### config.mk
export PLATFORM = sky130hd
export DESIGN_NAME = debugLinkTop
export DESIGN_NICKNAME = d
export VERILOG_FILES = /design/src/design/debugLinkPkg.sv /design/src/design/debugLinkTop.sv /design/src/design/serialTransmitter.sv /design/src/design/messageFramer.sv /design/src/design/commandHandler.sv /design/src/design/serialReceiver.sv /design/src/design/byteFifo.sv
export VERILOG_INCLUDE_DIRS = /design/src /design/src/include
export SDC_FILE = /design/constraint.sdc
export NUM_CORES = 1
export LEC_CHECK = 0
export ABC_AREA = 1
export BUFFER_PORTS_ARGS = -buffer_cell sky130_fd_sc_hd__buf_2
export CAP_MARGIN = 20
export CORE_ASPECT_RATIO = 2
export CORE_MARGIN = 5
export CORE_UTILIZATION = 39
export CTS_BUF_LIST = sky130_fd_sc_hd__clkbuf_16
export DETAILED_ROUTE_END_ITERATION = 10
export GPL_TIMING_DRIVEN = 0
export SETUP_SLACK_MARGIN = 0.3
export SLEW_MARGIN = 10
export SYNTH_ARGS = -nofsm -noshare
export SYNTH_HDL_FRONTEND = slang
export SYNTH_SLANG_ARGS = --single-unit
### constraint.sdc
create_clock -name clk -period 2.9 [get_ports clk]
set_clock_uncertainty 0.05 [all_clocks]
set_input_delay 0.58 -clock clk [delete_from_list [all_inputs] [get_ports clk]]
set_output_delay 0.58 -clock clk [all_outputs]
set_load 0.05 [all_outputs]
### src/include/debugLink_settings.svh
`ifndef DEBUGLINK_SETTINGS_SVH
`define DEBUGLINK_SETTINGS_SVH

// Entries in each byte FIFO
`define DEBUG_FIFO_DEPTH 8

// At least 2 flip-flops in the pin synchronizer
`define DEBUG_SYNC_STAGES 2

// Host command opcodes and the reply to an unknown command
`define DEBUG_CMD_NOP         8'h00
`define DEBUG_CMD_LED_OFF     8'h80
`define DEBUG_CMD_LED_ON      8'h81
`define DEBUG_CMD_READ_STATUS 8'h82
`define DEBUG_REPLY_ERROR     8'hFF

`endif
### src/design/debugLinkPkg.sv
package debugLinkPkg;

    // ==================================================================
    // Serial port pins as seen from the chip
    // ==================================================================
    typedef struct packed {
        logic debugClk;
        logic debugCs;
        logic debugDi;
    } serialPins_t;

    // Synchronized view of one debugClk rising edge
    typedef struct packed {
        // One-cycle pulse per rising edge while debugCs is high
        logic rise;
        // Edge carries the first bit of a byte
        logic boundary;
        logic data;
    } serialEdge_t;

    // ==================================================================
    // Response request from the handler to the framer
    // ==================================================================
    typedef struct packed {
        // Payload byte count, 1 or 2
        logic [1:0] len;
        // Sent first
        logic [7:0] payload0;
        // Only sent when len is 2
        logic [7:0] payload1;
    } responseReq_t;

endpackage

### src/design/debugLinkTop.sv
`timescale 1ns/1ns
`include "debugLink_settings.svh"

module debugLinkTop (
    input  logic                      clk,
    input  logic                      rst,
    input  debugLinkPkg::serialPins_t pins,
    output logic                      debugDo,
    output logic [3:0]                led
);
    debugLinkPkg::serialEdge_t  pinEvent;
    logic [7:0]                 cmdData;
    logic                       cmdValid;
    logic [7:0]                 cmdOutData;
    logic                       cmdOutValid;
    logic                       cmdPop;
    debugLinkPkg::responseReq_t req;
    logic                       reqValid;
    logic                       reqReady;
    logic [7:0]                 respInData;
    logic                       respInValid;
    logic                       respInReady;
    logic [7:0]                 respData;
    logic                       respValid;
    logic                       respPop;

    // ==================================================================
    // Command path
    // ==================================================================
    serialReceiver receiver (
        .clk(clk), .rst(rst), .pins(pins), .pinEvent(pinEvent),
        .cmdData(cmdData), .cmdValid(cmdValid)
    );

    // Full queue drops the incoming byte
    byteFifo #(.Depth(`DEBUG_FIFO_DEPTH)) cmdQueue (
        .clk(clk), .rst(rst),
        .writeData(cmdData), .writeValid(cmdValid), .writeReady(),
        .readData(cmdOutData), .readValid(cmdOutValid), .readPop(cmdPop)
    );

    commandHandler handler (
        .clk(clk), .rst(rst),
        .cmdData(cmdOutData), .cmdValid(cmdOutValid), .cmdPop(cmdPop),
        .req(req), .reqValid(reqValid), .reqReady(reqReady), .led(led)
    );

    // ==================================================================
    // Response path
    // ==================================================================
    messageFramer framer (
        .clk(clk), .rst(rst),
        .req(req), .reqValid(reqValid), .reqReady(reqReady),
        .outData(respInData), .outValid(respInValid), .outReady(respInReady)
    );

    byteFifo #(.Depth(`DEBUG_FIFO_DEPTH)) respQueue (
        .clk(clk), .rst(rst),
        .writeData(respInData), .writeValid(respInValid), .writeReady(respInReady),
        .readData(respData), .readValid(respValid), .readPop(respPop)
    );

    serialTransmitter transmitter (
        .clk(clk), .rst(rst), .pinEvent(pinEvent),
        .respData(respData), .respValid(respValid), .respPop(respPop),
        .debugDo(debugDo)
    );

endmodule

### src/design/serialTransmitter.sv
`timescale 1ns/1ns

module serialTransmitter (
    input  logic                      clk,
    input  logic                      rst,
    input  debugLinkPkg::serialEdge_t pinEvent,
    input  logic [7:0]                respData,
    input  logic                      respValid,
    output logic                      respPop,
    output logic                      debugDo
);
    logic [7:0] shiftReg;
    logic       loadByte;

    // ==================================================================
    // Byte alignment comes from the receiver's edge flags
    // ==================================================================
    assign loadByte = pinEvent.rise && pinEvent.boundary;

    // Take the FIFO head only when there is one
    assign respPop = loadByte && respValid;

    // MSB first; host samples on the falling debugClk edge
    assign debugDo = shiftReg[7];

    always_ff @(posedge clk) begin
        if (rst) begin
            shiftReg <= '0;
        end else if (loadByte) begin
            // Idle slot sends zeros, which the host skips
            shiftReg <= respValid ? respData : 8'h00;
        end else if (pinEvent.rise) begin
            shiftReg <= {shiftReg[6:0], 1'b0};
        end
    end

endmodule

### src/design/messageFramer.sv
`timescale 1ns/1ns

module messageFramer (
    input  logic                       clk,
    input  logic                       rst,
    input  debugLinkPkg::responseReq_t req,
    input  logic                       reqValid,
    output logic                       reqReady,
    output logic [7:0]                 outData,
    output logic                       outValid,
    input  logic                       outReady
);
    // Byte being offered to the response FIFO
    localparam logic [1:0] SendLength   = 2'd0;
    localparam logic [1:0] SendPayload0 = 2'd1;
    localparam logic [1:0] SendPayload1 = 2'd2;

    logic [1:0]                 state;
    logic                       active;
    logic                       writeDone;
    debugLinkPkg::responseReq_t held;

    assign reqReady  = !active;
    assign outValid  = active;
    assign writeDone = outValid && outReady;

    always_comb begin
        case (state)
            SendLength:   outData = {6'd0, held.len};
            SendPayload0: outData = held.payload0;
            default:      outData = held.payload1;
        endcase
    end

    always_ff @(posedge clk) begin
        if (rst) begin
            state  <= SendLength;
            active <= 1'b0;
        end else if (!active) begin
            if (reqValid) active <= 1'b1;
            state <= SendLength;
        end else if (writeDone) begin
            case (state)
                SendLength: state <= SendPayload0;
                SendPayload0: begin
                    if (held.len == 2'd2) begin
                        state <= SendPayload1;
                    end else begin
                        active <= 1'b0;
                        state  <= SendLength;
                    end
                end
                default: begin
                    active <= 1'b0;
                    state  <= SendLength;
                end
            endcase
        end
    end

    always_ff @(posedge clk) begin
        if (reqValid && reqReady) held <= req;
    end

endmodule

### src/design/commandHandler.sv
`timescale 1ns/1ns
`include "debugLink_settings.svh"

module commandHandler (
    input  logic                       clk,
    input  logic                       rst,
    input  logic [7:0]                 cmdData,
    input  logic                       cmdValid,
    output logic                       cmdPop,
    output debugLinkPkg::responseReq_t req,
    output logic                       reqValid,
    input  logic                       reqReady,
    output logic [3:0]                 led
);
    logic [7:0] cmdCount;
    logic [7:0] countNext;
    logic       isNop;

    // One command in flight at a time
    assign cmdPop    = cmdValid && !reqValid;
    assign isNop     = (cmdData == `DEBUG_CMD_NOP);
    // Status reply counts itself
    assign countNext = cmdCount + 8'd1;

    // ==================================================================
    // LED register, command count and request handshake
    // ==================================================================
    always_ff @(posedge clk) begin
        if (rst) begin
            led      <= '0;
            cmdCount <= '0;
            reqValid <= 1'b0;
        end else begin
            if (reqValid && reqReady) reqValid <= 1'b0;
            if (cmdPop && !isNop) begin
                cmdCount <= countNext;
                reqValid <= 1'b1;
                if (cmdData == `DEBUG_CMD_LED_OFF) led[0] <= 1'b0;
                if (cmdData == `DEBUG_CMD_LED_ON) led[0] <= 1'b1;
            end
        end
    end

    // ==================================================================
    // Response contents
    // ==================================================================
    always_ff @(posedge clk) begin
        if (cmdPop) begin
            case (cmdData)
                `DEBUG_CMD_LED_OFF,
                `DEBUG_CMD_LED_ON: begin
                    // Echo the opcode
                    req.len      <= 2'd1;
                    req.payload0 <= cmdData;
                    req.payload1 <= 8'h00;
                end
                `DEBUG_CMD_READ_STATUS: begin
                    req.len      <= 2'd2;
                    req.payload0 <= {4'b0000, led};
                    req.payload1 <= countNext;
                end
                default: begin
                    // Unknown opcode; a Nop also lands here but raises no request
                    req.len      <= 2'd1;
                    req.payload0 <= `DEBUG_REPLY_ERROR;
                    req.payload1 <= 8'h00;
                end
            endcase
        end
    end

endmodule

### src/design/serialReceiver.sv
`timescale 1ns/1ns
`include "debugLink_settings.svh"

module serialReceiver (
    input  logic                      clk,
    input  logic                      rst,
    input  debugLinkPkg::serialPins_t pins,
    output debugLinkPkg::serialEdge_t pinEvent,
    output logic [7:0]                cmdData,
    output logic                      cmdValid
);
    localparam int Stages = `DEBUG_SYNC_STAGES;

    debugLinkPkg::serialPins_t [Stages-1:0] syncPins;
    debugLinkPkg::serialPins_t              pinsNow;
    logic                                   prevClk;
    logic                                   rawRise;
    logic [2:0]                             bitCount;
    logic [6:0]                             shiftReg;

    // ==================================================================
    // Pin synchronizer and edge detect
    // ==================================================================
    assign pinsNow = syncPins[Stages-1];
    assign rawRise = pinsNow.debugClk && !prevClk && pinsNow.debugCs;

    always_ff @(posedge clk) begin
        if (rst) begin
            syncPins <= '0;
            prevClk  <= 1'b0;
            pinEvent <= '0;
        end else begin
            syncPins          <= {syncPins[Stages-2:0], pins};
            prevClk           <= pinsNow.debugClk;
            pinEvent.rise     <= rawRise;
            // Counter still holds the previous edge's update here
            pinEvent.boundary <= rawRise && (bitCount == 3'd0);
            pinEvent.data     <= pinsNow.debugDi;
        end
    end

    // ==================================================================
    // Bit counter and command shift register
    // ==================================================================
    always_ff @(posedge clk) begin
        if (rst) begin
            bitCount <= '0;
            cmdValid <= 1'b0;
        end else begin
            cmdValid <= 1'b0;
            if (!pinsNow.debugCs) begin
                bitCount <= '0;
            end else if (pinEvent.rise) begin
                bitCount <= bitCount + 1'b1;
                // Eighth bit completes the byte
                if (bitCount == 3'd7) cmdValid <= 1'b1;
            end
        end
    end

    always_ff @(posedge clk) begin
        if (pinEvent.rise) begin
            shiftReg <= {shiftReg[5:0], pinEvent.data};
            cmdData  <= {shiftReg, pinEvent.data};
        end
    end

endmodule

### src/design/byteFifo.sv
`timescale 1ns/1ns

module byteFifo #(
    parameter int Depth = 8
) (
    input  logic       clk,
    input  logic       rst,
    input  logic [7:0] writeData,
    input  logic       writeValid,
    output logic       writeReady,
    output logic [7:0] readData,
    output logic       readValid,
    input  logic       readPop
);
    localparam int PtrWidth = (Depth > 1) ? $clog2(Depth) : 1;
    localparam int CountWidth = $clog2(Depth + 1);

    logic [7:0]            mem [Depth];
    logic [PtrWidth-1:0]   writePtr;
    logic [PtrWidth-1:0]   readPtr;
    logic [CountWidth-1:0] count;
    logic                  doWrite;
    logic                  doRead;

    // Wraps at Depth, so Depth need not be a power of two
    function automatic logic [PtrWidth-1:0] nextPtr(input logic [PtrWidth-1:0] ptr);
        return (ptr == PtrWidth'(Depth - 1)) ? '0 : ptr + 1'b1;
    endfunction

    assign writeReady = (count != CountWidth'(Depth));
    assign readValid  = (count != '0);
    assign doWrite    = writeValid && writeReady;
    assign doRead     = readPop && readValid;

    // Head is visible the cycle after it was written
    assign readData = mem[readPtr];

    always_ff @(posedge clk) begin
        if (doWrite) begin
            mem[writePtr] <= writeData;
        end
    end

    always_ff @(posedge clk) begin
        if (rst) begin
            writePtr <= '0;
            readPtr  <= '0;
            count    <= '0;
        end else begin
            if (doWrite) writePtr <= nextPtr(writePtr);
            if (doRead) readPtr <= nextPtr(readPtr);
            case ({doWrite, doRead})
                2'b10:   count <= count + 1'b1;
                2'b01:   count <= count - 1'b1;
                default: count <= count;
            endcase
        end
    end

endmodule

==> metrics.txt <==
Max stage delay on crit path=0.44 ns; Crit-path slowest cell=nor4_1; sequential element share of the synthesized area=0.6699; Hold Buf Count CTS=0; delay-heaviest family, CP=simple AND/OR/NAND/NOR gates; Tot GR Track Use=0.1424; core footprint=around 24000 µm²; max_slew headroom=0.3059; Worst-path clk slew=about 0.070 ns; DR DRC count=0; WP data required=roughly 3.2 ns; drt pass-1 iters=4; antenna violations before repair=0; Least-Margin Pin Slew=a little over 1 ns; R2R Setup Slk=0.51 ns; 1st-iter DRT viols=310; share of layout cells above drive strength 1=0.08837; post-route clock period utilization=0.8255; num rows=between 80 and 90; CTS Buf Count=22; Critical Path AT=approximately 2.7 ns; Die H=231.1 µm; leakage power=~4 nW; gr ovfl total=0; Max Freq=~420 MHz; total number of vias=5833; hold violation total from the final report=0; Worst-Skew Late Latency=0.51 ns; cts repair resizes=5; final setup fails=0; CTS root buf=clkbuf_16; Max Cap Viol=0; Setup Fix Bufs, Post-CTS=0; Yosys cell types=44; WL final=~20000 µm; Starting Density=0.3919; CTS Sinks=approximately 230; crit path max fanout=7; H-tree levels=1; Setup crit end kind=flip-flop; DP Worst Slack=-0.2873 ns; synthesized area=9533 µm²; Setup Total Neg Slack=0 ns; Pwr Density=between 800 and 900 nW/µm²; diode count=0; I/O pin count=10; Syn. warnings=0; flops & latches, synth=about 230; Net count, final=901; critical path launch point type=flip-flop; WP buf/inv=1; final slew viol count=0; Final WS setup=approximately 0.5 ns; RSZ-0062 raised after global routing=yes; worst path cell trace=nor4_1 > nor2_1 > inv_1 > ha_1 > xor2_1 > nand3_1 > o31ai_1 > o211ai_1 > o21ai_0 > a21oi_1; Die X=120.6 µm; post-detailed-route wirelength per cell=between 15 and 20 µm; first-pass GRT wire length=between 30000 and 40000 µm; gpl congestion=approximately 0.81; die area=~28000 µm²; Setup Crit Path Kind=reg2reg; Routed Antenna Nets=0; Finished Cell Area=around 11000 µm²; DP Wirelength=approximately 14000 µm; vias in the first global route=roughly 6000; Max Buffers Root-to-Sink=3; TritonCTS clock tree=built; Min Hold Slack=~0.23 ns; Avg Vias per Cell=4.927; Post-DP Area=9948 µm²; status=finished clean; VDD IR max=around 520 µV; largest net degree at the start of global routing=20; final worst path period need=~2.4 ns; Layout area overhead=11.71%; Post-Route Utilization=0.4378; hold crit path type=in2reg; cells after synthesis=roughly 850; IO buf count=5; Avg Synthesized Cell Area=between 10 and 15 µm²
-- path summary, 6_finish.rpt --
| check | from | to | depth (start not counted) |
|---|---|---|---|
| setup / recovery | respQueue.count[0] | respQueue.count[3] | 10 |
| hold / removal | pins[2] | receiver.syncPins[2] | 3 |
| setup reg to reg | respQueue.count[0] | respQueue.count[3] | 10 |
| hold reg to reg | receiver.syncPins[2] | receiver.pinsNow[2] | 2 |
-- cell families (layout without fill, tap and decap cells) --
family          after synthesis  count (layout)  synth area share
xor+xnor                     13              13           0.01194
buf+inv                     125             171           0.05709
compound gates              118             118           0.07796
other cells                   1               3         0.0003934
simple gates                326             326            0.1465
mux                          12              12           0.01260
flops                       233             233            0.6699
fa+ha+maj                    18              18           0.02363
-- cell type report --
| cell class | instances | area, µm² |
|---|---|---|
| buffer | 34 | 200.2 |
| tap | 290 | 362.8 |
| sequential | 233 | 6390 |
| fill | 2272 | 13670 |
| multi-input combinational | 490 | 2639 |
| clock buffer | 22 | 550.5 |
| clock inverter | 18 | 123.9 |
| timing repair buffer | 6 | 36.28 |
| inverter | 91 | 346.6 |
-- tightest hold or removal path: cells and delay by family --
kind / cells / cell delay (ns)
buf+inv: 2 / 0.10
simple gates: 1 / 0.07
-- cell usage in the layout (no fill, tap or decap), types with 2 or more instances in the layout --
cell,synthesis,layout
ha_1,18,18
o21ai_0,40,40
conb_1,1,3
nand3_1,50,50
inv_1,87,94
nand3_4,2,2
o211a_1,4,4
clkinv_2,0,4
nor2_2,3,6
clkbuf_1,16,14
inv_2,2,2
clkinv_1,1,4
xor2_1,9,9
clkbuf_16,0,22
o32ai_1,4,4
a21oi_1,35,35
dfxtp_1,61,60
nand3b_1,4,4
edfxtp_1,172,172
nor2_4,2,2
nor2_1,107,104
o21ai_1,2,2
nand2_2,6,6
buf_6,5,6
a22oi_1,3,3
a22o_1,6,6
xnor2_1,4,4
o221ai_1,12,12
buf_4,7,7
nor4_1,2,2
buf_2,5,11
o211ai_1,6,6
nand2_1,145,145
mux2i_1,12,12
a31oi_4,1,2
-- through the flow --
stage               cells  power, mW
floorplan             848      6.019
global placement     1143      6.540
detailed placement   1144      6.613
CTS                  1184      9.327
global route         1184      9.767
finish               1184      9.233
-- power by group --
part / leakage [nW] / total [mW] / internal [mW] / switching, mW
Sequential: 2.01 / 4.22 / 4.03 / 0.194
Clock: 0.360 / 2.68 / 1.48 / 1.20
Combinational: 1.65 / 2.33 / 0.766 / 1.56
-- per-layer routing --
layer  global-route usage  vias to the layer above  share of wire
met2               0.2987                       76           0.60
met1               0.1331                     2771           0.34
li1                     -                     2949              -
met4              0.05426                        0          0.031
met3              0.01807                       37          0.025
met5                    0                        -              0
-- Yosys cell counts (all sizes together) --
cell type,instances,area (µm²)
xnor2,4,35.03
o2111ai,1,8.760
and2,1,6.260
mux2i,12,120.1
a21oi,35,175.2
a22oi,3,22.52
buf,18,137.6
edfxtp,172,5165
o32ai,4,35.03
o211ai,6,45.04
conb,1,3.750
nand2,151,581.8
o211a,4,40.04
nand3b,4,30.03
nor3,1,5.000
nand4,1,6.260
clkinv,1,3.750
nand3,52,285.3
a31oi,3,33.78
clkbuf,16,60.06
inv,90,342.8
nor2,113,462.9
o221ai,12,105.1
o31ai,1,7.510
and3,1,6.260
a22o,6,52.55
ha,18,225.2
dfxtp,61,1221
o21ai,42,210.2
xor2,9,78.83
a211oi,1,7.510
nor4,2,12.51
-- sequential cells by signal, indices dropped and copies added (netlist names), 2 cells and up, named ones only --
register and cells:
cmdQueue.writePtr 3, transmitter.shiftReg 8, respQueue.writePtr 3, receiver.cmdData 2
respQueue.mem 64, cmdQueue.count 4, receiver.pinEvent 3, cmdQueue.mem 64
respQueue.count 4, cmdQueue.readPtr 3, receiver.syncPins 3, receiver.shiftReg 6
handler.cmdCount 8, receiver.pinsNow 3, receiver.bitCount 3, handler.req 18
framer.state 2, respQueue.readPtr 3, framer.held 18
Note: power is estimated with default switching activity, not from simulation.
